### src/common/dodge_pkg.sv
/*
 * Shared definitions for the LED-matrix dodge game
 * - Matrix, frame, score and button types
 * - Obstacle level patterns and player start position
 * - MAX7219 word layout and init sequence
 * - Game state encoding
 */
package dodge_pkg;

	localparam int NUM_ROWS = 8;

	// Bit 7 is the leftmost column
	typedef logic [7:0] row_t;

	// Index 0 is the bottom row
	typedef row_t [NUM_ROWS-1:0] frame_t;

	typedef logic [7:0] score_t;

	// Debounced press pulses
	typedef struct packed {
		logic start;
		logic left;
		logic right;
	} buttons_t;

	//############################################################
	// Obstacle levels, entry 0 enters the top row first
	//############################################################
	localparam int NUM_LEVELS = 4;

	typedef row_t [0:NUM_ROWS-1] pattern_t;

	localparam pattern_t [0:NUM_LEVELS-1] LEVEL_PATTERNS = '{
		'{8'b11101101, 8'b00001100, 8'b00000000, 8'b11000000,
		  8'b00000000, 8'b00011000, 8'b00000000, 8'b00000000},
		'{8'b10101111, 8'b11000000, 8'b00000000, 8'b00011100,
		  8'b00000000, 8'b00001110, 8'b00000000, 8'b00000000},
		'{8'b11101101, 8'b11000110, 8'b00000000, 8'b11110000,
		  8'b00000000, 8'b11000110, 8'b00000000, 8'b00000000},
		'{8'b11101101, 8'b01010101, 8'b00000000, 8'b11011011,
		  8'b00000000, 8'b11111110, 8'b00000000, 8'b00000000}
	};

	// Single dot in column 4
	localparam row_t PLAYER_START = 8'b00010000;

	//############################################################
	// MAX7219 serial word
	//############################################################
	typedef struct packed {
		logic [3:0] pad;
		logic [3:0] addr;
		row_t       data;
	} max_word_t;

	// Digit 0 register, rows follow at consecutive addresses
	localparam logic [3:0] ADDR_DIGIT0 = 4'h1;

	localparam int NUM_INIT_WORDS = 5;

	// Shutdown off, scan all rows, intensity, no decode, test off
	localparam max_word_t [0:NUM_INIT_WORDS-1] MAX_INIT_WORDS = '{
		max_word_t'(16'h0C01),
		max_word_t'(16'h0B07),
		max_word_t'(16'h0A0A),
		max_word_t'(16'h0900),
		max_word_t'(16'h0F00)
	};

	typedef enum logic [1:0] {
		GS_IDLE,
		GS_RUN,
		GS_OVER
	} game_state_e;

endpackage

### src/button_debounce.sv
/*
 * Button debouncer
 * Synchronizes an active-low button, waits for a stable level
 * and emits a one-cycle pulse on each accepted press
 */
`timescale 1ns/1ps

module button_debounce #(
	parameter int DEBOUNCE_CYCLES = 500_000
) (
	input  logic clock_50,
	input  logic arst_n,
	input  logic button,
	output logic press
);
	localparam int CNT_W = (DEBOUNCE_CYCLES > 1) ? $clog2(DEBOUNCE_CYCLES) : 1;

	typedef logic [CNT_W-1:0] cnt_t;

	logic sync0_q;
	logic sync1_q;
	logic level_q;
	cnt_t cnt_q;
	logic stable;

	assign stable = (cnt_q == cnt_t'(DEBOUNCE_CYCLES - 1));

	always_ff @(posedge clock_50 or negedge arst_n) begin
		if (!arst_n) begin
			sync0_q <= 1'b0;
			sync1_q <= 1'b0;
			level_q <= 1'b0;
			cnt_q   <= '0;
			press   <= 1'b0;
		end else begin
			// Pressed reads as high after the inversion
			sync0_q <= ~button;
			sync1_q <= sync0_q;
			press   <= 1'b0;
			if (sync1_q == level_q) begin
				cnt_q <= '0;
			end else if (stable) begin
				cnt_q   <= '0;
				level_q <= sync1_q;
				press   <= sync1_q;
			end else begin
				cnt_q <= cnt_q + 1'b1;
			end
		end
	end

	a_press_single : assert property (@(posedge clock_50) disable iff (!arst_n)
		press |=> !press);

endmodule

### src/player_row.sv
/*
 * Player position in the bottom row
 * One-hot dot moved left or right by press pulses,
 * saturating at both edges and held while frozen
 */
`timescale 1ns/1ps

module player_row (
	input  logic             clock_50,
	input  logic             arst_n,
	input  logic             move_left,
	input  logic             move_right,
	input  logic             frozen,
	output dodge_pkg::row_t  player
);
	import dodge_pkg::*;

	logic at_left;
	logic at_right;

	// Column 7 is the left edge
	assign at_left  = player[7];
	assign at_right = player[0];

	always_ff @(posedge clock_50 or negedge arst_n) begin
		if (!arst_n) begin
			player <= PLAYER_START;
		end else if (!frozen) begin
			if (move_left && !at_left) begin
				player <= {player[6:0], 1'b0};
			end else if (move_right && !at_right) begin
				player <= {1'b0, player[7:1]};
			end
		end
	end

	a_player_onehot : assert property (@(posedge clock_50) disable iff (!arst_n)
		$onehot(player));

endmodule

### src/playfield/obstacle_field.sv
/*
 * Obstacle field
 * - Eight row registers shifted down on each scroll tick
 * - New top rows taken from the current level pattern
 * - Entry and level counters, levels used in turn
 */
`timescale 1ns/1ps

module obstacle_field (
	input  logic              clock_50,
	input  logic              arst_n,
	input  logic              scroll_tick,
	input  logic              clear_field,
	output dodge_pkg::frame_t field
);
	import dodge_pkg::*;

	localparam int ENTRY_W = $clog2(NUM_ROWS);
	localparam int LEVEL_W = $clog2(NUM_LEVELS);

	typedef logic [ENTRY_W-1:0] entry_t;
	typedef logic [LEVEL_W-1:0] level_t;

	entry_t entry_q;
	level_t level_q;
	row_t   new_row;
	logic   last_entry;

	assign new_row    = LEVEL_PATTERNS[level_q][entry_q];
	assign last_entry = (entry_q == entry_t'(NUM_ROWS - 1));

	//############################################################
	// Row shift registers
	//############################################################
	always_ff @(posedge clock_50 or negedge arst_n) begin
		if (!arst_n) begin
			field <= '0;
		end else if (clear_field) begin
			field <= '0;
		end else if (scroll_tick) begin
			// Bottom row drops out, pattern row enters at the top
			field <= {new_row, field[NUM_ROWS-1:1]};
		end
	end

	//############################################################
	// Pattern position
	//############################################################
	always_ff @(posedge clock_50 or negedge arst_n) begin
		if (!arst_n) begin
			entry_q <= '0;
			level_q <= '0;
		end else if (clear_field) begin
			entry_q <= '0;
			level_q <= '0;
		end else if (scroll_tick) begin
			if (last_entry) begin
				entry_q <= '0;
				if (level_q == level_t'(NUM_LEVELS - 1)) begin
					level_q <= '0;
				end else begin
					level_q <= level_q + 1'b1;
				end
			end else begin
				entry_q <= entry_q + 1'b1;
			end
		end
	end

endmodule

### src/playfield/game_ctrl.sv
/*
 * Game control
 * - Idle / run / over state machine
 * - Scroll prescaler and score counter
 * - Collision check of the bottom row against the player
 */
`timescale 1ns/1ps

module game_ctrl #(
	parameter int SCROLL_CYCLES = 12_500_000
) (
	input  logic                   clock_50,
	input  logic                   arst_n,
	input  logic                   start,
	input  dodge_pkg::row_t        player,
	input  dodge_pkg::row_t        bottom_row,
	output logic                   scroll_tick,
	output logic                   clear_field,
	output dodge_pkg::game_state_e state,
	output dodge_pkg::score_t      score
);
	import dodge_pkg::*;

	localparam int PRESC_W = (SCROLL_CYCLES > 1) ? $clog2(SCROLL_CYCLES) : 1;

	typedef logic [PRESC_W-1:0] presc_t;

	presc_t presc_q;
	logic   check_q;
	logic   hit;

	// Prescaler rests at zero outside the run state
	assign scroll_tick = (presc_q == presc_t'(SCROLL_CYCLES - 1));

	// Field has shifted by the time check_q is set
	assign hit = |(bottom_row & player);

	always_ff @(posedge clock_50 or negedge arst_n) begin
		if (!arst_n) begin
			state       <= GS_IDLE;
			presc_q     <= '0;
			score       <= '0;
			clear_field <= 1'b0;
			check_q     <= 1'b0;
		end else begin
			clear_field <= 1'b0;
			check_q     <= scroll_tick;
			case (state)
				GS_IDLE, GS_OVER: begin
					if (start) begin
						state       <= GS_RUN;
						presc_q     <= '0;
						score       <= '0;
						clear_field <= 1'b1;
					end
				end
				GS_RUN: begin
					if (scroll_tick) begin
						presc_q <= '0;
						score   <= score + 1'b1;
					end else begin
						presc_q <= presc_q + 1'b1;
					end
					if (check_q && hit) begin
						state   <= GS_OVER;
						presc_q <= '0;
					end
				end
				default: state <= GS_IDLE;
			endcase
		end
	end

	a_tick_in_run : assert property (@(posedge clock_50) disable iff (!arst_n)
		scroll_tick |-> state == GS_RUN);

endmodule

### src/max7219/max7219_driver.sv
/*
 * MAX7219 serial driver
 * - Five init words sent once after reset
 * - Then continuous sweeps of eight digit words, one per frame row
 * - Frame latched as each sweep starts
 * - Bit clock divided from the system clock
 */
`timescale 1ns/1ps

module max7219_driver #(
	parameter int SCLK_DIV = 4
) (
	input  logic              clock_50,
	input  logic              arst_n,
	input  dodge_pkg::frame_t frame,
	output logic              din,
	output logic              ncs,
	output logic              sclk
);
	import dodge_pkg::*;

	localparam int DIV_W     = (SCLK_DIV > 1) ? $clog2(SCLK_DIV) : 1;
	localparam int WORD_BITS = $bits(max_word_t);

	typedef logic [DIV_W-1:0]               div_t;
	typedef logic [$clog2(WORD_BITS)-1:0]   bit_idx_t;
	typedef logic [$clog2(NUM_ROWS)-1:0]    word_idx_t;
	typedef enum logic {DRV_GAP, DRV_SHIFT} drv_state_e;

	div_t       div_q;
	logic       half_tick;
	drv_state_e state_q;
	logic       gap_q;
	bit_idx_t   bit_q;
	word_idx_t  idx_q;
	logic       init_done_q;
	logic       load;
	logic       last_bit;
	frame_t     frame_q;
	max_word_t  shift_q;
	max_word_t  next_word;
	row_t       next_row;

	//############################################################
	// Half-period tick of the bit clock
	//############################################################
	assign half_tick = (div_q == div_t'(SCLK_DIV - 1));

	always_ff @(posedge clock_50 or negedge arst_n) begin
		if (!arst_n) begin
			div_q <= '0;
		end else if (half_tick) begin
			div_q <= '0;
		end else begin
			div_q <= div_q + 1'b1;
		end
	end

	//############################################################
	// Word sequencer
	//############################################################
	// Row 0 comes straight from the input while it is being latched
	always_comb begin
		next_row = (idx_q == '0) ? frame[0] : frame_q[idx_q];
		if (init_done_q) begin
			next_word.pad  = '0;
			next_word.addr = ADDR_DIGIT0 + 4'(idx_q);
			next_word.data = next_row;
		end else begin
			next_word = MAX_INIT_WORDS[idx_q];
		end
	end

	assign load     = half_tick && (state_q == DRV_GAP) && gap_q;
	assign last_bit = (bit_q == bit_idx_t'(WORD_BITS - 1));

	always_ff @(posedge clock_50 or negedge arst_n) begin
		if (!arst_n) begin
			state_q     <= DRV_GAP;
			gap_q       <= 1'b0;
			bit_q       <= '0;
			idx_q       <= '0;
			init_done_q <= 1'b0;
			ncs         <= 1'b1;
			sclk        <= 1'b0;
		end else if (half_tick) begin
			case (state_q)
				DRV_GAP: begin
					gap_q <= ~gap_q;
					if (gap_q) begin
						ncs     <= 1'b0;
						bit_q   <= '0;
						state_q <= DRV_SHIFT;
						if (!init_done_q && idx_q == word_idx_t'(NUM_INIT_WORDS - 1)) begin
							init_done_q <= 1'b1;
							idx_q       <= '0;
						end else begin
							idx_q <= idx_q + 1'b1;
						end
					end
				end
				DRV_SHIFT: begin
					sclk <= ~sclk;
					// Falling edge ends the bit
					if (sclk) begin
						bit_q <= bit_q + 1'b1;
						if (last_bit) begin
							ncs     <= 1'b1;
							state_q <= DRV_GAP;
						end
					end
				end
				default: state_q <= DRV_GAP;
			endcase
		end
	end

	// Word and frame payload
	always_ff @(posedge clock_50 or negedge arst_n) begin
		if (!arst_n) begin
			shift_q <= '0;
			frame_q <= '0;
		end else if (load) begin
			shift_q <= next_word;
			if (init_done_q && idx_q == '0) begin
				frame_q <= frame;
			end
		end else if (half_tick && state_q == DRV_SHIFT && sclk && !last_bit) begin
			shift_q <= max_word_t'({shift_q[WORD_BITS-2:0], 1'b0});
		end
	end

	assign din = !ncs && shift_q[WORD_BITS-1];

	a_sclk_idle_low : assert property (@(posedge clock_50) disable iff (!arst_n)
		ncs |-> !sclk);

endmodule

### src/dodge_top.sv
/*
 * Dodge game top level
 * Button debouncers, player, obstacle field, game control,
 * frame composition and MAX7219 driver
 */
`timescale 1ns/1ps

module dodge_top #(
	parameter int DEBOUNCE_CYCLES = 500_000,
	parameter int SCROLL_CYCLES   = 12_500_000,
	parameter int SCLK_DIV        = 4
) (
	input  logic              clock_50,
	input  logic              arst_n,
	input  logic              start_button,
	input  logic              left_button,
	input  logic              right_button,
	output logic              max7219_din,
	output logic              max7219_ncs,
	output logic              max7219_clk,
	output dodge_pkg::score_t score,
	output logic              game_over
);
	import dodge_pkg::*;

	buttons_t    press;
	row_t        player;
	frame_t      field;
	frame_t      player_frame;
	frame_t      frame;
	logic        scroll_tick;
	logic        clear_field;
	game_state_e state;

	//############################################################
	// Inputs
	//############################################################
	button_debounce #(.DEBOUNCE_CYCLES(DEBOUNCE_CYCLES)) start_db_i (
		.clock_50 (clock_50),
		.arst_n   (arst_n),
		.button   (start_button),
		.press    (press.start)
	);

	button_debounce #(.DEBOUNCE_CYCLES(DEBOUNCE_CYCLES)) left_db_i (
		.clock_50 (clock_50),
		.arst_n   (arst_n),
		.button   (left_button),
		.press    (press.left)
	);

	button_debounce #(.DEBOUNCE_CYCLES(DEBOUNCE_CYCLES)) right_db_i (
		.clock_50 (clock_50),
		.arst_n   (arst_n),
		.button   (right_button),
		.press    (press.right)
	);

	//############################################################
	// Game
	//############################################################
	player_row player_row_i (
		.clock_50   (clock_50),
		.arst_n     (arst_n),
		.move_left  (press.left),
		.move_right (press.right),
		.frozen     (game_over),
		.player     (player)
	);

	obstacle_field obstacle_field_i (
		.clock_50    (clock_50),
		.arst_n      (arst_n),
		.scroll_tick (scroll_tick),
		.clear_field (clear_field),
		.field       (field)
	);

	game_ctrl #(.SCROLL_CYCLES(SCROLL_CYCLES)) game_ctrl_i (
		.clock_50    (clock_50),
		.arst_n      (arst_n),
		.start       (press.start),
		.player      (player),
		.bottom_row  (field[0]),
		.scroll_tick (scroll_tick),
		.clear_field (clear_field),
		.state       (state),
		.score       (score)
	);

	assign game_over = (state == GS_OVER);

	//############################################################
	// Display
	//############################################################
	// Player only ever occupies the bottom row
	always_comb begin
		player_frame    = '0;
		player_frame[0] = player;
	end

	assign frame = field | player_frame;

	max7219_driver #(.SCLK_DIV(SCLK_DIV)) max7219_driver_i (
		.clock_50 (clock_50),
		.arst_n   (arst_n),
		.frame    (frame),
		.din      (max7219_din),
		.ncs      (max7219_ncs),
		.sclk     (max7219_clk)
	);

endmodule

### config.mk
export PLATFORM = sky130hd
export DESIGN_NAME = dodge_top
export DESIGN_NICKNAME = d
export VERILOG_FILES = /design/src/common/dodge_pkg.sv /design/src/button_debounce.sv /design/src/player_row.sv /design/src/playfield/obstacle_field.sv /design/src/playfield/game_ctrl.sv /design/src/max7219/max7219_driver.sv /design/src/dodge_top.sv
export SDC_FILE = /design/constraint.sdc
export NUM_CORES = 1
export LEC_CHECK = 0
export ABC_AREA = 1
export BUFFER_PORTS_ARGS = -buffer_cell sky130_fd_sc_hd__buf_2
export CORE_MARGIN = 2
export CORE_UTILIZATION = 55
export DETAILED_ROUTE_END_ITERATION = 10
export PLACE_DENSITY = 0.78
export SYNTH_ARGS = -nofsm -noshare
export SYNTH_HDL_FRONTEND = slang
export SYNTH_HIERARCHICAL = 1
export SYNTH_SLANG_ARGS = --single-unit
### constraint.sdc
create_clock -name clock_50 -period 1.9 [get_ports clock_50]
set_clock_uncertainty 0.1 [all_clocks]
set_input_delay 0.095 -clock clock_50 [delete_from_list [all_inputs] [get_ports clock_50]]
set_output_delay 0.095 -clock clock_50 [all_outputs]
set_load 0.05 [all_outputs]
==> flow_summary.html, run 1 <==
<table>
<tr><th>Metric</th><th>Value</th></tr>
<tr><th colspan="2">Timing</th></tr>
<tr><td>Rel. slew slack</td><td>48.3%</td></tr>
<tr><td>Hold WS</td><td>73.8 ps</td></tr>
<tr><td>Total negative setup slack</td><td>-963 ps</td></tr>
<tr><td>Final critical-path required period</td><td>2010 ps</td></tr>
<tr><td>Fin worst setup slack</td><td>-110 ps</td></tr>
<tr><td>Count of endpoints failing hold in the final timing report</td><td>0</td></tr>
<tr><td>Pins Over Slew Limit</td><td>0</td></tr>
<tr><td>Setup repair after global routing missed its margin</td><td>yes</td></tr>
<tr><td>Final setup violation count</td><td>35</td></tr>
<tr><td>Final worst path period share</td><td>106%</td></tr>
<tr><td>Upper clock frequency limit</td><td>0.498 GHz</td></tr>
<tr><td>Worst-Margin Slew</td><td>774 ps</td></tr>
<tr><th colspan="2">Floorplanning</th></tr>
<tr><td>Number of rows in the core area</td><td>58</td></tr>
<tr><td>Die outline area</td><td>0.0267 mm²</td></tr>
<tr><td>Die Width</td><td>163 µm</td></tr>
<tr><td>Area of the core</td><td>0.0250 mm²</td></tr>
<tr><td>Effective utilization at floorplan</td><td>55.8%</td></tr>
<tr><td>Ports placed on the boundary</td><td>17</td></tr>
<tr><td>Overall die height</td><td>163 µm</td></tr>
<tr><th colspan="2">Pwr</th></tr>
<tr><td>Share of power burned in the clock network</td><td>49.1%</td></tr>
<tr><td>Worst supply voltage drop on vdd</td><td>0.745 mV</td></tr>
<tr><td>Leakage component of the power</td><td>7.75 nW</td></tr>
<tr><td>Internal</td><td>9.46 mW</td></tr>
<tr><td>Share of total power consumed by net switching</td><td>21.5%</td></tr>
<tr><td>PD cells</td><td>740 mW/mm²</td></tr>
<tr><td>Seq pwr share</td><td>49.1%</td></tr>
<tr><td>Combinational fraction of design power</td><td>1.8%</td></tr>
<tr><td>Net switching component of the power</td><td>2.58 mW</td></tr>
<tr><th colspan="2">CTS</th></tr>
<tr><td>Buffers from clock root to sink, at most</td><td>3</td></tr>
<tr><td>Clock insertion delay at the later pin of the skew report</td><td>560 ps</td></tr>
<tr><td>Number of buffers created by CTS</td><td>30</td></tr>
<tr><td>CTS clk-pin slew, worst paths</td><td>60 ps</td></tr>
<tr><td>CTS HTree Levels</td><td>1</td></tr>
<tr><td>CTS Root Buffer Type</td><td>sky130_fd_sc_hd__clkbuf_16</td></tr>
<tr><td>TritonCTS sink count</td><td>276</td></tr>
<tr><td>Clock tree from TritonCTS</td><td>built</td></tr>
<tr><th colspan="2">Global route</th></tr>
<tr><td>Number of global-route vias before repair</td><td>11,000</td></tr>
<tr><td>Maximum number of pins on one net before global-route repair</td><td>83</td></tr>
<tr><td>Initial antenna violation count</td><td>0</td></tr>
<tr><td>Total overflow reported by the global router</td><td>0</td></tr>
<tr><td>Wire length of the first global-routing pass</td><td>51,700 µm</td></tr>
<tr><td>M1 GR Usage</td><td>33.2%</td></tr>
<tr><td>Tot GR Track Use</td><td>23.3%</td></tr>
<tr><td>Grt met2 use</td><td>37.3%</td></tr>
<tr><td>Most utilized layer in the global route result</td><td>met2</td></tr>
<tr><td>Global routing usage on met3</td><td>2.67%</td></tr>
<tr><th colspan="2">Yosys</th></tr>
<tr><td>Count of flip-flops with a built-in enable after synthesis</td><td>0</td></tr>
<tr><td>#FFs+latches synth</td><td>276</td></tr>
<tr><td>Synth Flop Type</td><td>sky130_fd_sc_hd__dfrtp_1</td></tr>
<tr><td>List of most frequent post-synthesis cells</td><td>sky130_fd_sc_hd__nand2_1, sky130_fd_sc_hd__dfrtp_1, sky130_fd_sc_hd__inv_1</td></tr>
<tr><td>Synth Area per Inst</td><td>8.02 µm²</td></tr>
<tr><td>Leading cell type by number of instances after synthesis</td><td>sky130_fd_sc_hd__nand2_1</td></tr>
<tr><td>Synth area leaders</td><td>sky130_fd_sc_hd__dfrtp_1, sky130_fd_sc_hd__nand2_1, sky130_fd_sc_hd__inv_1</td></tr>
<tr><td>Yosys warning count</td><td>6</td></tr>
<tr><td>Number of instances in the synthesized netlist</td><td>1,744</td></tr>
<tr><td>Post-synth cell types</td><td>48</td></tr>
<tr><td>Async set or reset register ratio after synthesis</td><td>100%</td></tr>
<tr><td>Synthesized Nets</td><td>1,768</td></tr>
<tr><td>Register area share after synthesis</td><td>49.4%</td></tr>
<tr><td>Summed instance area of the synthesized netlist</td><td>0.0140 mm²</td></tr>
<tr><td>Library cell occupying the most area in the post-synthesis netlist</td><td>sky130_fd_sc_hd__dfrtp_1</td></tr>
<tr><td>Top-area cell type share of the netlist area</td><td>49.0%</td></tr>
<tr><th colspan="2">Placed design</th></tr>
<tr><td>Placed insts</td><td>2,085</td></tr>
<tr><td>Post-DP Area</td><td>0.0146 mm²</td></tr>
<tr><td>Count of port buffers added during placement</td><td>16</td></tr>
<tr><td>Detailed placement HPWL</td><td>20,300 µm</td></tr>
<tr><td>Setup slack at placement</td><td>3.14 ps</td></tr>
<tr><td>Routability congestion estimate from global placement</td><td>0.926</td></tr>
<tr><th colspan="2">Route</th></tr>
<tr><td>Total number of vias</td><td>11,700</td></tr>
<tr><td>Iteration-0 DRC Markers</td><td>1,119</td></tr>
<tr><td>Final wirelength</td><td>32,900 µm</td></tr>
<tr><td>DRC</td><td>0</td></tr>
<tr><td>Post-detailed-route count of antenna-violating nets</td><td>0</td></tr>
<tr><td>Count of TritonRoute iterations in the first routing pass</td><td>6</td></tr>
<tr><td>Ratio of routed vias to standard cells</td><td>5.39</td></tr>
<tr><td>Routed wire per std cell</td><td>15.2 µm</td></tr>
<tr><th colspan="2">Run status</th></tr>
<tr><td>Failing checks</td><td>setup timing</td></tr>
<tr><td>Run status</td><td>finished, violations left</td></tr>
<tr><th colspan="2">Critical path</th></tr>
<tr><td>Crit path required time</td><td>2250 ps</td></tr>
<tr><td>Type of element launching the critical path</td><td>flop</td></tr>
<tr><td>Worst R2R Setup Slack</td><td>-110 ps</td></tr>
<tr><td>Worst Setup Path Type</td><td>flop to flop</td></tr>
<tr><td>Worst endpoint data arrival time</td><td>2360 ps</td></tr>
<tr><td>Max Fanout on Critical Path</td><td>13</td></tr>
<tr><td>Critical path capture point type</td><td>flop</td></tr>
<tr><th colspan="2">Final layout</th></tr>
<tr><td>Fraction of final layout cells sized beyond drive strength 1</td><td>15.6%</td></tr>
<tr><td>Final nets</td><td>1,834</td></tr>
<tr><td>Number of standard cells in the layout, taps in and fillers out</td><td>2,164</td></tr>
<tr><td>Post-route design area</td><td>0.0163 mm²</td></tr>
<tr><td>N_diodes</td><td>0</td></tr>
<tr><td>Post-synthesis to final-layout area growth</td><td>16.5%</td></tr>
<tr><th colspan="2">Min path</th></tr>
<tr><td>Tightest Hold Check Type</td><td>input pin to async pin</td></tr>
<tr><th colspan="2">Job</th></tr>
<tr><td>Max-cap violations</td><td>0</td></tr>
</table>
## kinds of logic after synthesis
group | synth area share (%)
compound gates | 7.08
buf+inv | 8.67
mux | 0.0805
simple gates | 30.6
xor+xnor | 2.48
fa+ha+maj | 1.70
flops | 49.4
## worst paths after layout
path / end / depth (start not counted) / startpoint
worst max-delay path: obstacle_field_i/field[11] / 10 / game_ctrl_i/presc_q[1]
worst min-delay path: obstacle_field_i/field[10] / 3 / arst_n
min in group clock_50: start_db_i/sync0_q / 3 / start_button
worst min register to register: left_db_i/sync1_q / 0 / left_db_i/sync0_q
max in group asynchronous: left_db_i/cnt_q[2] / 3 / arst_n
worst max register to register: obstacle_field_i/field[11] / 10 / game_ctrl_i/presc_q[1]
## metal layers
metal	up-vias	part of all wire [%]	wire length, µm
li1	5638	-	-
met1	5555	44	14400
met2	382	48	15800
met3	88	5.2	1700
met4	0	3.2	1040
met5	-	0	0
## per-stage QoR
| step | total power, mW | utilization, % |
|---|---|---|
| after floorplan | 6.08 | - |
| after global placement | 6.23 | 58.3 |
| after detailed placement | 6.24 | 58.3 |
| after CTS | 12.1 | 62.6 |
| after global routing | 12.4 | 65.0 |
| final | 12.0 | 65.0 |
## power groups by stage
| stage | registers [mW] | logic, mW | clock network (mW) |
|---|---|---|---|
| after floorplan | 6.02 | 0.0574 | 0 |
| after global placement | 6.02 | 0.212 | 0 |
| after detailed placement | 6.02 | 0.218 | 0 |
| after CTS | 5.92 | 0.228 | 6.00 |
| after global routing | 5.91 | 0.259 | 6.27 |
| final | 5.92 | 0.217 | 5.91 |
## critical path, stage by stage, from the launching register on
cell	delay [ps]
sky130_fd_sc_hd__dfrtp_1	390
sky130_fd_sc_hd__ha_2	210
sky130_fd_sc_hd__nand3_2	90
sky130_fd_sc_hd__inv_2	90
sky130_fd_sc_hd__nand2_2	60
sky130_fd_sc_hd__nor3_4	210
sky130_fd_sc_hd__nand2_2	90
sky130_fd_sc_hd__clkinv_4	120
sky130_fd_sc_hd__nand2_8	110
sky130_fd_sc_hd__clkbuf_16	220
sky130_fd_sc_hd__o22ai_1	210
## area by class of cell
class                           instances  area (µm²)
Fill cell                            1973        8750
Sequential cell                       276        6910
Multi-Input combinational cell       1188        6150
Inverter                              233         921
Timing Repair Buffer                   80         868
Clock buffer                           39         835
Tap cell                              330         413
Clock inverter                         17         184
Timing Repair inverter                  1        8.76
## timing repair
item / CTS / global route
hold buffers: 5 / 0
setup endpoints to repair: 6 / 104
buffers inserted: 0 / 7
cloned: 0 / 11
resized for setup: 3 / 90
endpoints found under the hold margin: 279 / 0
pin swaps: 0 / 7
## state kept, by name, summed over array words and instances, names as in the netlist, 8 cells and up
name	count
start_db_i/cnt_q	19
left_db_i/cnt_q	19
game_ctrl_i/score	8
right_db_i/cnt_q	19
player_row_i/player	8
obstacle_field_i/field	64
max7219_driver_i/frame_q	64
game_ctrl_i/presc_q	24
max7219_driver_i/shift_q	16
## cell usage in the layout (no fill, tap or decap), types with 6 or more instances in the layout
master and count:
sky130_fd_sc_hd__inv_2 13, sky130_fd_sc_hd__nand3_1 144, sky130_fd_sc_hd__nor3_1 13, sky130_fd_sc_hd__o21ai_0 59, sky130_fd_sc_hd__buf_6 6, sky130_fd_sc_hd__inv_1 208
sky130_fd_sc_hd__nand3_2 10, sky130_fd_sc_hd__clkbuf_16 37, sky130_fd_sc_hd__buf_12 10, sky130_fd_sc_hd__buf_2 15, sky130_fd_sc_hd__nor2_1 173, sky130_fd_sc_hd__a21oi_1 30
sky130_fd_sc_hd__ha_1 17, sky130_fd_sc_hd__nor3b_2 6, sky130_fd_sc_hd__dfrtp_1 274, sky130_fd_sc_hd__o21ai_1 24, sky130_fd_sc_hd__nand2_1 497, sky130_fd_sc_hd__nand2_2 30
sky130_fd_sc_hd__nor2_4 13, sky130_fd_sc_hd__clkinv_2 10, sky130_fd_sc_hd__nand2_4 7, sky130_fd_sc_hd__xor2_1 24, sky130_fd_sc_hd__nand4_1 18, sky130_fd_sc_hd__o22ai_2 15
sky130_fd_sc_hd__nand2_8 6, sky130_fd_sc_hd__xnor2_1 10, sky130_fd_sc_hd__buf_4 34, sky130_fd_sc_hd__o22ai_1 26, sky130_fd_sc_hd__nor2_2 26
Power figures use the tool's default switching activity.
==> inputs of run 2 (changes only) <==
- SYNTH_HIERARCHICAL: 1 -> default
==> flow_summary.html, run 2 <==
<table>
<tr><th>Metric</th><th>Value</th></tr>
<tr><th colspan="2">Run status</th></tr>
<tr><td>Run status</td><td>finished, violations left (unchanged)</td></tr>
<tr><td>Failing checks</td><td>setup timing (unchanged)</td></tr>
<tr><th colspan="2">Yosys</th></tr>
<tr><td>Async set or reset register ratio after synthesis</td><td>100% (unchanged)</td></tr>
<tr><td>Top-area cell type share of the netlist area</td><td>50.4% (was 49.0%)</td></tr>
<tr><td>List of most frequent post-synthesis cells</td><td>sky130_fd_sc_hd__nand2_1, sky130_fd_sc_hd__dfrtp_1, sky130_fd_sc_hd__nor2_1 (was sky130_fd_sc_hd__nand2_1, sky130_fd_sc_hd__dfrtp_1, sky130_fd_sc_hd__inv_1)</td></tr>
<tr><td>Register area share after synthesis</td><td>50.8% (was 49.4%)</td></tr>
<tr><td>Summed instance area of the synthesized netlist</td><td>0.0136 mm² (was 0.0140 mm²)</td></tr>
<tr><td>Synth Flop Type</td><td>sky130_fd_sc_hd__dfrtp_1 (unchanged)</td></tr>
<tr><td>Synth area leaders</td><td>sky130_fd_sc_hd__dfrtp_1, sky130_fd_sc_hd__nand2_1, sky130_fd_sc_hd__nor2_1 (was sky130_fd_sc_hd__dfrtp_1, sky130_fd_sc_hd__nand2_1, sky130_fd_sc_hd__inv_1)</td></tr>
<tr><td>#FFs+latches synth</td><td>276 (unchanged)</td></tr>
<tr><td>Number of instances in the synthesized netlist</td><td>1,711 (was 1,744)</td></tr>
<tr><td>Synthesized Nets</td><td>1,735 (was 1,768)</td></tr>
<tr><td>Yosys warning count</td><td>0 (was 6)</td></tr>
<tr><td>Leading cell type by number of instances after synthesis</td><td>sky130_fd_sc_hd__nand2_1 (unchanged)</td></tr>
<tr><td>Library cell occupying the most area in the post-synthesis netlist</td><td>sky130_fd_sc_hd__dfrtp_1 (unchanged)</td></tr>
<tr><td>Post-synth cell types</td><td>47 (was 48)</td></tr>
<tr><td>Count of flip-flops with a built-in enable after synthesis</td><td>0 (unchanged)</td></tr>
<tr><td>Synth Area per Inst</td><td>7.95 µm² (was 8.02 µm²)</td></tr>
<tr><th colspan="2">Min path</th></tr>
<tr><td>Tightest Hold Check Type</td><td>input pin to flop (was input pin to async pin)</td></tr>
<tr><th colspan="2">Timing</th></tr>
<tr><td>Pins Over Slew Limit</td><td>0 (unchanged)</td></tr>
<tr><td>Setup repair after global routing missed its margin</td><td>yes (unchanged)</td></tr>
<tr><td>Final worst path period share</td><td>102% (was 106%)</td></tr>
<tr><td>Upper clock frequency limit</td><td>0.519 GHz (was 0.498 GHz)</td></tr>
<tr><td>Worst-Margin Slew</td><td>422 ps (was 774 ps)</td></tr>
<tr><td>Count of endpoints failing hold in the final timing report</td><td>0 (unchanged)</td></tr>
<tr><td>Total negative setup slack</td><td>-28.5 ps (was -963 ps)</td></tr>
<tr><td>Hold WS</td><td>103 ps (was 73.8 ps)</td></tr>
<tr><td>Final setup violation count</td><td>1 (was 35)</td></tr>
<tr><td>Fin worst setup slack</td><td>-28.5 ps (was -110 ps)</td></tr>
<tr><td>Final critical-path required period</td><td>1930 ps (was 2010 ps)</td></tr>
<tr><td>Rel. slew slack</td><td>71.6% (was 48.3%)</td></tr>
<tr><th colspan="2">Floorplanning</th></tr>
<tr><td>Area of the core</td><td>0.0243 mm² (was 0.0250 mm²)</td></tr>
<tr><td>Ports placed on the boundary</td><td>17 (unchanged)</td></tr>
<tr><td>Effective utilization at floorplan</td><td>55.9% (was 55.8%)</td></tr>
<tr><td>Overall die height</td><td>161 µm (was 163 µm)</td></tr>
<tr><td>Die Width</td><td>161 µm (was 163 µm)</td></tr>
<tr><td>Number of rows in the core area</td><td>57 (was 58)</td></tr>
<tr><td>Die outline area</td><td>0.0260 mm² (was 0.0267 mm²)</td></tr>
<tr><th colspan="2">CTS</th></tr>
<tr><td>Clock tree from TritonCTS</td><td>built (unchanged)</td></tr>
<tr><td>Number of buffers created by CTS</td><td>30 (unchanged)</td></tr>
<tr><td>Clock insertion delay at the later pin of the skew report</td><td>570 ps (was 560 ps)</td></tr>
<tr><td>CTS Root Buffer Type</td><td>sky130_fd_sc_hd__clkbuf_16 (unchanged)</td></tr>
<tr><td>CTS HTree Levels</td><td>1 (unchanged)</td></tr>
<tr><td>CTS clk-pin slew, worst paths</td><td>60 ps (about the same)</td></tr>
<tr><td>TritonCTS sink count</td><td>276 (unchanged)</td></tr>
<tr><td>Buffers from clock root to sink, at most</td><td>3 (unchanged)</td></tr>
<tr><th colspan="2">Final layout</th></tr>
<tr><td>Post-route design area</td><td>0.0159 mm² (was 0.0163 mm²)</td></tr>
<tr><td>Fraction of final layout cells sized beyond drive strength 1</td><td>12.3% (was 15.6%)</td></tr>
<tr><td>Final core utilization</td><td>65.5% (was 65.0%)</td></tr>
<tr><td>Commonest non-fill, non-tap cell in the layout</td><td>sky130_fd_sc_hd__nand2_1 (unchanged)</td></tr>
<tr><td>Registers with the most flip-flops</td><td>max7219_driver_i.frame_q: 64 flops, obstacle_field_i.field: 64 flops, game_ctrl_i.presc_q: 24 flops (was max7219_driver_i/frame_q: 64 flops, obstacle_field_i/field: 64 flops, game_ctrl_i/presc_q: 24 flops)</td></tr>
<tr><td>Final nets</td><td>1,826 (was 1,834)</td></tr>
<tr><td>N_diodes</td><td>0 (unchanged)</td></tr>
<tr><td>Post-synthesis to final-layout area growth</td><td>17.2% (was 16.5%)</td></tr>
<tr><td>Top library cells by usage in the layout, fill and taps aside</td><td>sky130_fd_sc_hd__nand2_1, sky130_fd_sc_hd__dfrtp_1, sky130_fd_sc_hd__nor2_1 (was sky130_fd_sc_hd__nand2_1, sky130_fd_sc_hd__dfrtp_1, sky130_fd_sc_hd__inv_1)</td></tr>
<tr><th colspan="2">Global route</th></tr>
<tr><td>Total overflow reported by the global router</td><td>0 (unchanged)</td></tr>
<tr><td>Tot GR Track Use</td><td>24.8% (was 23.3%)</td></tr>
<tr><td>Initial antenna violation count</td><td>0 (unchanged)</td></tr>
<tr><td>Wire length of the first global-routing pass</td><td>54,100 µm (was 51,700 µm)</td></tr>
<tr><td>Number of global-route vias before repair</td><td>11,300 (was 11,000)</td></tr>
<tr><td>Maximum number of pins on one net before global-route repair</td><td>61 (was 83)</td></tr>
<tr><th colspan="2">Route</th></tr>
<tr><td>Count of TritonRoute iterations in the first routing pass</td><td>5 (was 6)</td></tr>
<tr><td>Post-detailed-route count of antenna-violating nets</td><td>0 (unchanged)</td></tr>
<tr><td>DRC</td><td>0 (unchanged)</td></tr>
<tr><td>Final wirelength</td><td>32,900 µm (about the same)</td></tr>
<tr><td>Iteration-0 DRC Markers</td><td>928 (was 1,119)</td></tr>
<tr><td>Total number of vias</td><td>11,900 (was 11,700)</td></tr>
<tr><td>Ratio of routed vias to standard cells</td><td>5.53 (was 5.39)</td></tr>
<tr><td>Routed wire per std cell</td><td>15.3 µm (was 15.2 µm)</td></tr>
<tr><th colspan="2">Pwr</th></tr>
<tr><td>Seq pwr share</td><td>48.0% (was 49.1%)</td></tr>
<tr><td>Net switching component of the power</td><td>2.62 mW (was 2.58 mW)</td></tr>
<tr><td>PD cells</td><td>774 mW/mm² (was 740 mW/mm²)</td></tr>
<tr><td>Leakage component of the power</td><td>7.54 nW (was 7.75 nW)</td></tr>
<tr><td>Internal</td><td>9.71 mW (was 9.46 mW)</td></tr>
<tr><td>Share of power burned in the clock network</td><td>50.2% (was 49.1%)</td></tr>
<tr><td>Worst supply voltage drop on vdd</td><td>0.575 mV (was 0.745 mV)</td></tr>
<tr><td>Combinational fraction of design power</td><td>1.8% (about the same)</td></tr>
<tr><td>Share of total power consumed by net switching</td><td>21.3% (was 21.5%)</td></tr>
<tr><th colspan="2">Critical path</th></tr>
<tr><td>CP max stage delay</td><td>360 ps (was 390 ps)</td></tr>
<tr><td>Total buffers and inverters traversed by the critical path</td><td>3 (unchanged)</td></tr>
<tr><td>Worst endpoint data arrival time</td><td>2270 ps (was 2360 ps)</td></tr>
<tr><td>Type of element launching the critical path</td><td>flop (unchanged)</td></tr>
<tr><td>Cells traversed along the worst timing path</td><td>ha_2 &gt; nand2_2 &gt; nor2_2 &gt; inv_2 &gt; nor2_4 &gt; nand3_4 &gt; nand2_4 &gt; inv_6 &gt; clkbuf_16 &gt; o21ai_0 (was ha_2 &gt; nand3_2 &gt; inv_2 &gt; nand2_2 &gt; nor3_4 &gt; nand2_2 &gt; clkinv_4 &gt; nand2_8 &gt; clkbuf_16 &gt; o22ai_1)</td></tr>
<tr><td>Critical path capture point type</td><td>flop (unchanged)</td></tr>
<tr><td>Kind of cell adding the most delay to the critical path</td><td>simple AND/OR/NAND/NOR gates (unchanged)</td></tr>
<tr><td>Crit path required time</td><td>2240 ps (was 2250 ps)</td></tr>
<tr><td>Cell with the biggest individual delay on the critical path</td><td>sky130_fd_sc_hd__dfrtp_1 (unchanged)</td></tr>
<tr><td>Worst Setup Path Type</td><td>flop to flop (unchanged)</td></tr>
<tr><td>Max Fanout on Critical Path</td><td>8 (was 13)</td></tr>
<tr><th colspan="2">Placed design</th></tr>
<tr><td>Post-DP Area</td><td>0.0145 mm² (was 0.0146 mm²)</td></tr>
<tr><td>Routability congestion estimate from global placement</td><td>0.975 (was 0.926)</td></tr>
<tr><td>Setup slack at placement</td><td>-19.5 ps (was 3.14 ps)</td></tr>
<tr><td>Detailed placement HPWL</td><td>21,100 µm (was 20,300 µm)</td></tr>
<tr><td>Count of port buffers added during placement</td><td>16 (unchanged)</td></tr>
<tr><th colspan="2">Job</th></tr>
<tr><td>Max-cap violations</td><td>0 (unchanged)</td></tr>
</table>
run 2: changes by cell type after synthesis, moves of 10 or more:
| cell | before | now |
|---|---|---|
| sky130_fd_sc_hd__a21oi_1 | 32 | 88 |
| sky130_fd_sc_hd__clkbuf_1 | 8 | 22 |
| sky130_fd_sc_hd__inv_1 | 211 | 147 |
| sky130_fd_sc_hd__nand2_1 | 507 | 486 |
| sky130_fd_sc_hd__nand2_2 | 22 | 6 |
| sky130_fd_sc_hd__nand3_1 | 145 | 86 |
| sky130_fd_sc_hd__nand4_1 | 18 | 53 |
| sky130_fd_sc_hd__nor2_1 | 174 | 208 |
| sky130_fd_sc_hd__nor2_2 | 26 | 2 |
| sky130_fd_sc_hd__nor2_4 | 12 | 2 |
| sky130_fd_sc_hd__nor3_1 | 13 | 49 |
| sky130_fd_sc_hd__o21ai_0 | 75 | 111 |
| sky130_fd_sc_hd__o22ai_1 | 44 | 16 |
run 2: final timing paths:
| path | slack (ps) | startpoint | cells past startpoint | to |
|---|---|---|---|---|
| min | 100 | right_button | 3 | right_db_i.sync0_q |
| max | -30 | game_ctrl_i.presc_q[0] | 10 | obstacle_field_i.field[30] |
| max reg2reg | -30 | game_ctrl_i.presc_q[0] | 10 | obstacle_field_i.field[30] |
| min reg2reg | 250 | right_db_i.sync0_q | 0 | right_db_i.sync1_q |
| min in group asynchronous | 480 | arst_n | 3 | max7219_driver_i.frame_q[60] |
| max in group asynchronous | 560 | arst_n | 4 | obstacle_field_i.field[33] |
run 2: tightest hold or removal path, cell delays in order:
cell                            delay [ps]
sky130_fd_sc_hd__dlygate4sd3_1         520
sky130_fd_sc_hd__buf_2                  90
sky130_fd_sc_hd__inv_1                  30
run 2: layer usage:
metal	vias to the layer above	GRT usage, %	wire (µm)
met3	56	2.95	1620
met2	318	42.0	16000
met5	-	0	0
met4	0	6.53	674
li1	5783	-	-
met1	5729	34.2	14600
run 2: timing repair:
action,CTS,global route
setup buffers,2,11
gates resized for setup,2,31
gates cloned,0,6
setup endpoints to repair,21,138
pin swaps,0,8
hold buffers,5,0
endpoints found under the hold margin,279,0
run 2: power groups by stage:
| stage | logic, mW | registers (mW) | clock network [mW] |
|---|---|---|---|
| after floorplan | 0.0483 | 6.02 | 0 |
| after global placement | 0.221 | 6.02 | 0 |
| after detailed placement | 0.226 | 6.02 | 0 |
| after CTS | 0.236 | 5.92 | 6.28 |
| after global routing | 0.264 | 5.92 | 6.51 |
| final | 0.226 | 5.92 | 6.19 |
run 2: final cells by class:
type                            instances  area [µm²]
Clock buffer                           40         868
Tap cell                              324         405
Multi-Input combinational cell       1226        5910
Sequential cell                       276        6910
Inverter                              155         594
Fill cell                            1952        8380
Timing Repair Buffer                  113        1050
Clock inverter                         16         200
run 2: kinds of logic after synthesis:
logic type / share of synthesized area (%)
buffers and inverters: 6.30
AO/OA/AOI/OAI: 10.4
flip-flops: 50.8
AND/OR/NAND/NOR: 28.8
XOR/XNOR: 1.93
adder cells (fa/ha/maj): 1.75
run 2: per-stage QoR:
stage / std cells / power, mW
floorplan: 1711 / 6.07
global placement: 2070 / 6.24
detailed placement: 2070 / 6.25
CTS: 2133 / 12.4
global route: 2150 / 12.7
finish: 2150 / 12.3
==> inputs of run 3 (changes only) <==
- CELL_PAD_IN_SITES_DETAIL_PLACEMENT: default -> 0
- CELL_PAD_IN_SITES_GLOBAL_PLACEMENT: default -> 1
- CORE_UTILIZATION: 55 -> 35
- PLACE_DENSITY: 0.78 -> 0.68
- clock period: 1.9 -> 1.6 ns (I/O delays scaled with it)
==> flow_summary.html, run 3 (synthesis results as in run 2) <==
<table>
<tr><th>Metric</th><th>Value</th></tr>
<tr><th colspan="2">Run status</th></tr>
<tr><td>Run status</td><td>finished, violations left (unchanged)</td></tr>
<tr><td>Failing checks</td><td>setup timing (unchanged)</td></tr>
<tr><th colspan="2">Global route</th></tr>
<tr><td>Initial antenna violation count</td><td>0 (unchanged)</td></tr>
<tr><td>Number of global-route vias before repair</td><td>12,400 (was 11,300)</td></tr>
<tr><td>Tot GR Track Use</td><td>18.8% (was 24.8%)</td></tr>
<tr><td>Maximum number of pins on one net before global-route repair</td><td>60 (was 61)</td></tr>
<tr><td>Total overflow reported by the global router</td><td>0 (unchanged)</td></tr>
<tr><td>Wire length of the first global-routing pass</td><td>63,000 µm (was 54,100 µm)</td></tr>
<tr><th colspan="2">Timing</th></tr>
<tr><td>Rel. slew slack</td><td>70.1% (was 71.6%)</td></tr>
<tr><td>Upper clock frequency limit</td><td>0.566 GHz (was 0.519 GHz)</td></tr>
<tr><td>Fin worst setup slack</td><td>-167 ps (was -28.5 ps)</td></tr>
<tr><td>Worst-Margin Slew</td><td>448 ps (was 422 ps)</td></tr>
<tr><td>Count of endpoints failing hold in the final timing report</td><td>0 (unchanged)</td></tr>
<tr><td>Pins Over Slew Limit</td><td>0 (unchanged)</td></tr>
<tr><td>Hold WS</td><td>81.5 ps (was 103 ps)</td></tr>
<tr><td>Setup repair after global routing missed its margin</td><td>yes (unchanged)</td></tr>
<tr><td>Final worst path period share</td><td>110% (was 102%)</td></tr>
<tr><td>Final setup violation count</td><td>157 (was 1)</td></tr>
<tr><td>Final critical-path required period</td><td>1770 ps (was 1930 ps)</td></tr>
<tr><th colspan="2">Pwr</th></tr>
<tr><td>Share of power burned in the clock network</td><td>47.8% (was 50.2%)</td></tr>
<tr><td>Worst supply voltage drop on vdd</td><td>0.730 mV (was 0.575 mV)</td></tr>
<tr><td>Seq pwr share</td><td>49.8% (was 48.0%)</td></tr>
<tr><td>Share of total power consumed by net switching</td><td>22.0% (was 21.3%)</td></tr>
<tr><td>Net switching component of the power</td><td>3.11 mW (was 2.62 mW)</td></tr>
<tr><td>PD cells</td><td>733 mW/mm² (was 774 mW/mm²)</td></tr>
<tr><td>Internal</td><td>11.0 mW (was 9.71 mW)</td></tr>
<tr><td>Total power</td><td>14.1 mW (was 12.3 mW)</td></tr>
<tr><td>Combinational fraction of design power</td><td>2.4% (was 1.8%)</td></tr>
<tr><td>Leakage component of the power</td><td>9.10 nW (was 7.54 nW)</td></tr>
<tr><th colspan="2">Critical path</th></tr>
<tr><td>Worst Setup Path Type</td><td>flop to flop (unchanged)</td></tr>
<tr><td>Cell with the biggest individual delay on the critical path</td><td>sky130_fd_sc_hd__dfrtp_1 (unchanged)</td></tr>
<tr><td>Type of element launching the critical path</td><td>flop (unchanged)</td></tr>
<tr><td>Crit path launch</td><td>game_ctrl_i.presc_q[0] (unchanged)</td></tr>
<tr><td>Crit path required time</td><td>1960 ps (was 2240 ps)</td></tr>
<tr><td>Total buffers and inverters traversed by the critical path</td><td>2 (was 3)</td></tr>
<tr><td>Worst R2R Setup Slack</td><td>-170 ps (was -30 ps)</td></tr>
<tr><td>Critical path capture point type</td><td>flop (unchanged)</td></tr>
<tr><td>Worst endpoint data arrival time</td><td>2130 ps (was 2270 ps)</td></tr>
<tr><td>Kind of cell adding the most delay to the critical path</td><td>simple AND/OR/NAND/NOR gates (unchanged)</td></tr>
<tr><td>Endpoint of the worst-slack reg-to-reg timing path</td><td>game_ctrl_i.presc_q[9] (was obstacle_field_i.field[30])</td></tr>
<tr><td>Max Fanout on Critical Path</td><td>6 (was 8)</td></tr>
<tr><td>Cells traversed along the worst timing path</td><td>buf_4 &gt; nand2_2 &gt; nor2_4 &gt; nand2_2 &gt; nor3_4 &gt; buf_4 &gt; xor2_2 &gt; nor2_4 (was ha_2 &gt; nand2_2 &gt; nor2_2 &gt; inv_2 &gt; nor2_4 &gt; nand3_4 &gt; nand2_4 &gt; inv_6 &gt; clkbuf_16 &gt; o21ai_0)</td></tr>
<tr><td>Cell depth of the worst flop-to-flop path</td><td>8 (was 10)</td></tr>
<tr><td>Critical register-to-register path startpoint</td><td>game_ctrl_i.presc_q[0] (unchanged)</td></tr>
<tr><td>CP max stage delay</td><td>390 ps (was 360 ps)</td></tr>
<tr><th colspan="2">Min path</th></tr>
<tr><td>Tightest Hold Check Type</td><td>input pin to flop (unchanged)</td></tr>
<tr><td>End point of the most critical hold path</td><td>right_db_i.sync0_q (unchanged)</td></tr>
<tr><td>Hold Path Stages</td><td>3 (unchanged)</td></tr>
<tr><td>Hold path start</td><td>right_button (unchanged)</td></tr>
<tr><th colspan="2">Placed design</th></tr>
<tr><td>Routability congestion estimate from global placement</td><td>0.851 (was 0.975)</td></tr>
<tr><td>Setup slack at placement</td><td>-187 ps (was -19.5 ps)</td></tr>
<tr><td>Detailed placement HPWL</td><td>24,800 µm (was 21,100 µm)</td></tr>
<tr><td>Count of port buffers added during placement</td><td>16 (unchanged)</td></tr>
<tr><td>Post-DP Area</td><td>0.0159 mm² (was 0.0145 mm²)</td></tr>
<tr><th colspan="2">CTS</th></tr>
<tr><td>Clock tree from TritonCTS</td><td>built (unchanged)</td></tr>
<tr><td>CTS clk-pin slew, worst paths</td><td>60 ps (about the same)</td></tr>
<tr><td>CTS HTree Levels</td><td>1 (unchanged)</td></tr>
<tr><td>CTS Root Buffer Type</td><td>sky130_fd_sc_hd__clkbuf_16 (unchanged)</td></tr>
<tr><td>TritonCTS sink count</td><td>276 (unchanged)</td></tr>
<tr><td>Buffers from clock root to sink, at most</td><td>3 (unchanged)</td></tr>
<tr><td>Clock insertion delay at the later pin of the skew report</td><td>570 ps (about the same)</td></tr>
<tr><td>Number of buffers created by CTS</td><td>31 (was 30)</td></tr>
<tr><th colspan="2">Job</th></tr>
<tr><td>Max-cap violations</td><td>0 (unchanged)</td></tr>
<tr><th colspan="2">Route</th></tr>
<tr><td>Total number of vias</td><td>12,400 (was 11,900)</td></tr>
<tr><td>Ratio of routed vias to standard cells</td><td>4.94 (was 5.53)</td></tr>
<tr><td>Post-detailed-route count of antenna-violating nets</td><td>0 (unchanged)</td></tr>
<tr><td>Count of TritonRoute iterations in the first routing pass</td><td>7 (was 5)</td></tr>
<tr><td>Routed wire per std cell</td><td>15.4 µm (was 15.3 µm)</td></tr>
<tr><td>Final wirelength</td><td>38,700 µm (was 32,900 µm)</td></tr>
<tr><td>Iteration-0 DRC Markers</td><td>655 (was 928)</td></tr>
<tr><td>DRC</td><td>0 (unchanged)</td></tr>
<tr><th colspan="2">Final layout</th></tr>
<tr><td>Commonest non-fill, non-tap cell in the layout</td><td>sky130_fd_sc_hd__nand2_1 (unchanged)</td></tr>
<tr><td>Fraction of final layout cells sized beyond drive strength 1</td><td>34.9% (was 12.3%)</td></tr>
<tr><td>N_diodes</td><td>0 (unchanged)</td></tr>
<tr><td>Final nets</td><td>1,994 (was 1,826)</td></tr>
<tr><td>Combined area of the multi-input logic cells</td><td>0.00727 mm² (was 0.00591 mm²)</td></tr>
<tr><td>Post-route design area</td><td>0.0193 mm² (was 0.0159 mm²)</td></tr>
<tr><td>Registers with the most flip-flops</td><td>max7219_driver_i.frame_q: 64 flops, obstacle_field_i.field: 64 flops, game_ctrl_i.presc_q: 24 flops (unchanged)</td></tr>
<tr><td>Post-synthesis to final-layout area growth</td><td>41.8% (was 17.2%)</td></tr>
<tr><td>Register area</td><td>0.00693 mm² (was 0.00691 mm²)</td></tr>
<tr><td>Top library cells by usage in the layout, fill and taps aside</td><td>sky130_fd_sc_hd__nand2_1, sky130_fd_sc_hd__dfrtp_1, sky130_fd_sc_hd__buf_4 (was sky130_fd_sc_hd__nand2_1, sky130_fd_sc_hd__dfrtp_1, sky130_fd_sc_hd__nor2_1)</td></tr>
<tr><td>Count of filler cells inserted in the layout</td><td>3,684 (was 1,952)</td></tr>
<tr><th colspan="2">Floorplanning</th></tr>
<tr><td>Area of the core</td><td>0.0385 mm² (was 0.0243 mm²)</td></tr>
<tr><td>Die outline area</td><td>0.0404 mm² (was 0.0260 mm²)</td></tr>
<tr><td>Die Width</td><td>201 µm (was 161 µm)</td></tr>
<tr><td>Number of rows in the core area</td><td>72 (was 57)</td></tr>
<tr><td>Effective utilization at floorplan</td><td>35.3% (was 55.9%)</td></tr>
<tr><td>Ports placed on the boundary</td><td>17 (unchanged)</td></tr>
<tr><td>Overall die height</td><td>201 µm (was 161 µm)</td></tr>
</table>
## run 3: cell count changes in the layout (fill, tap and decap cells not counted), moves of 29 or more
cell	change
sky130_fd_sc_hd__nor2_1	-54
sky130_fd_sc_hd__buf_6	+37
sky130_fd_sc_hd__nand2_2	+95
sky130_fd_sc_hd__buf_4	+103
sky130_fd_sc_hd__o21ai_1	+35
sky130_fd_sc_hd__o21ai_0	-58
sky130_fd_sc_hd__nor2_2	+29
sky130_fd_sc_hd__nand2_1	-132
sky130_fd_sc_hd__nand2_4	+36
## run 3: worst register-to-register path, delay by kind of cell, from the launching register on
kind,cells,cell delay (ps)
xor gates and xnor gates,1,180
buffers and inverters,2,340
DFF,1,390
and+or+nand+nor,5,660
## run 3: final cells by class
type / instances / area share [%]
Sequential cell: 276 / 35.9
Timing Repair inverter: 1 / 0.0844
Inverter: 155 / 3.36
Clock inverter: 4 / 0.247
Tap cell: 518 / 3.36
Multi-Input combinational cell: 1225 / 37.7
Timing Repair Buffer: 280 / 14.7
Clock buffer: 49 / 4.58
## run 3: metrics by stage
stage | util (%) | setup TNS (ps) | instances
after floorplan | - | -9870 | 1711
after global placement | 41.3 | -11980 | 2379
after detailed placement | 41.3 | -14830 | 2379
after CTS | 46.1 | -14790 | 2471
after global routing | 50.1 | -31170 | 2508
final | 50.1 | -13240 | 2508
## run 3: worst max path at each step
stage                             endpoint  slack [ps]  depth (start not counted)
6_report            game_ctrl_i.presc_q[9]        -170                          8
5_1_grt         obstacle_field_i.field[31]        -240                         11
4_1_cts         obstacle_field_i.field[16]        -150                          9
3_5_place_dp     obstacle_field_i.field[7]        -190                         11
3_3_place_gp    obstacle_field_i.field[57]        -160                         11
2_1_floorplan  max7219_driver_i.frame_q[3]        -150                         11
## run 3: power by group through the flow
stage,logic (mW),registers [mW],clock network [mW]
5_1_grt,0.398,7.03,7.21
6_report,0.341,7.03,6.75
3_5_place_dp,0.306,7.15,0
4_1_cts,0.320,7.03,6.92
2_1_floorplan,0.0600,7.16,0
3_3_place_gp,0.302,7.15,0
## run 3: timing repair
action                                  4_1_cts  5_1_grt
endpoints found under the hold margin       279        0
setup buffers                                27       41
gates resized for setup                     142      368
gates cloned                                  9        9
pin swaps                                    36      131
hold buffers                                  5        0
endpoints found under the setup margin      157      239
## run 3: per-layer routing
| layer | track usage, % | routed length [µm] |
|---|---|---|
| met2 | 31.6 | 18700 |
| met1 | 26.2 | 18100 |
| met4 | 3.76 | 685 |
| met3 | 2.28 | 1180 |
| met5 | 0 | 0 |
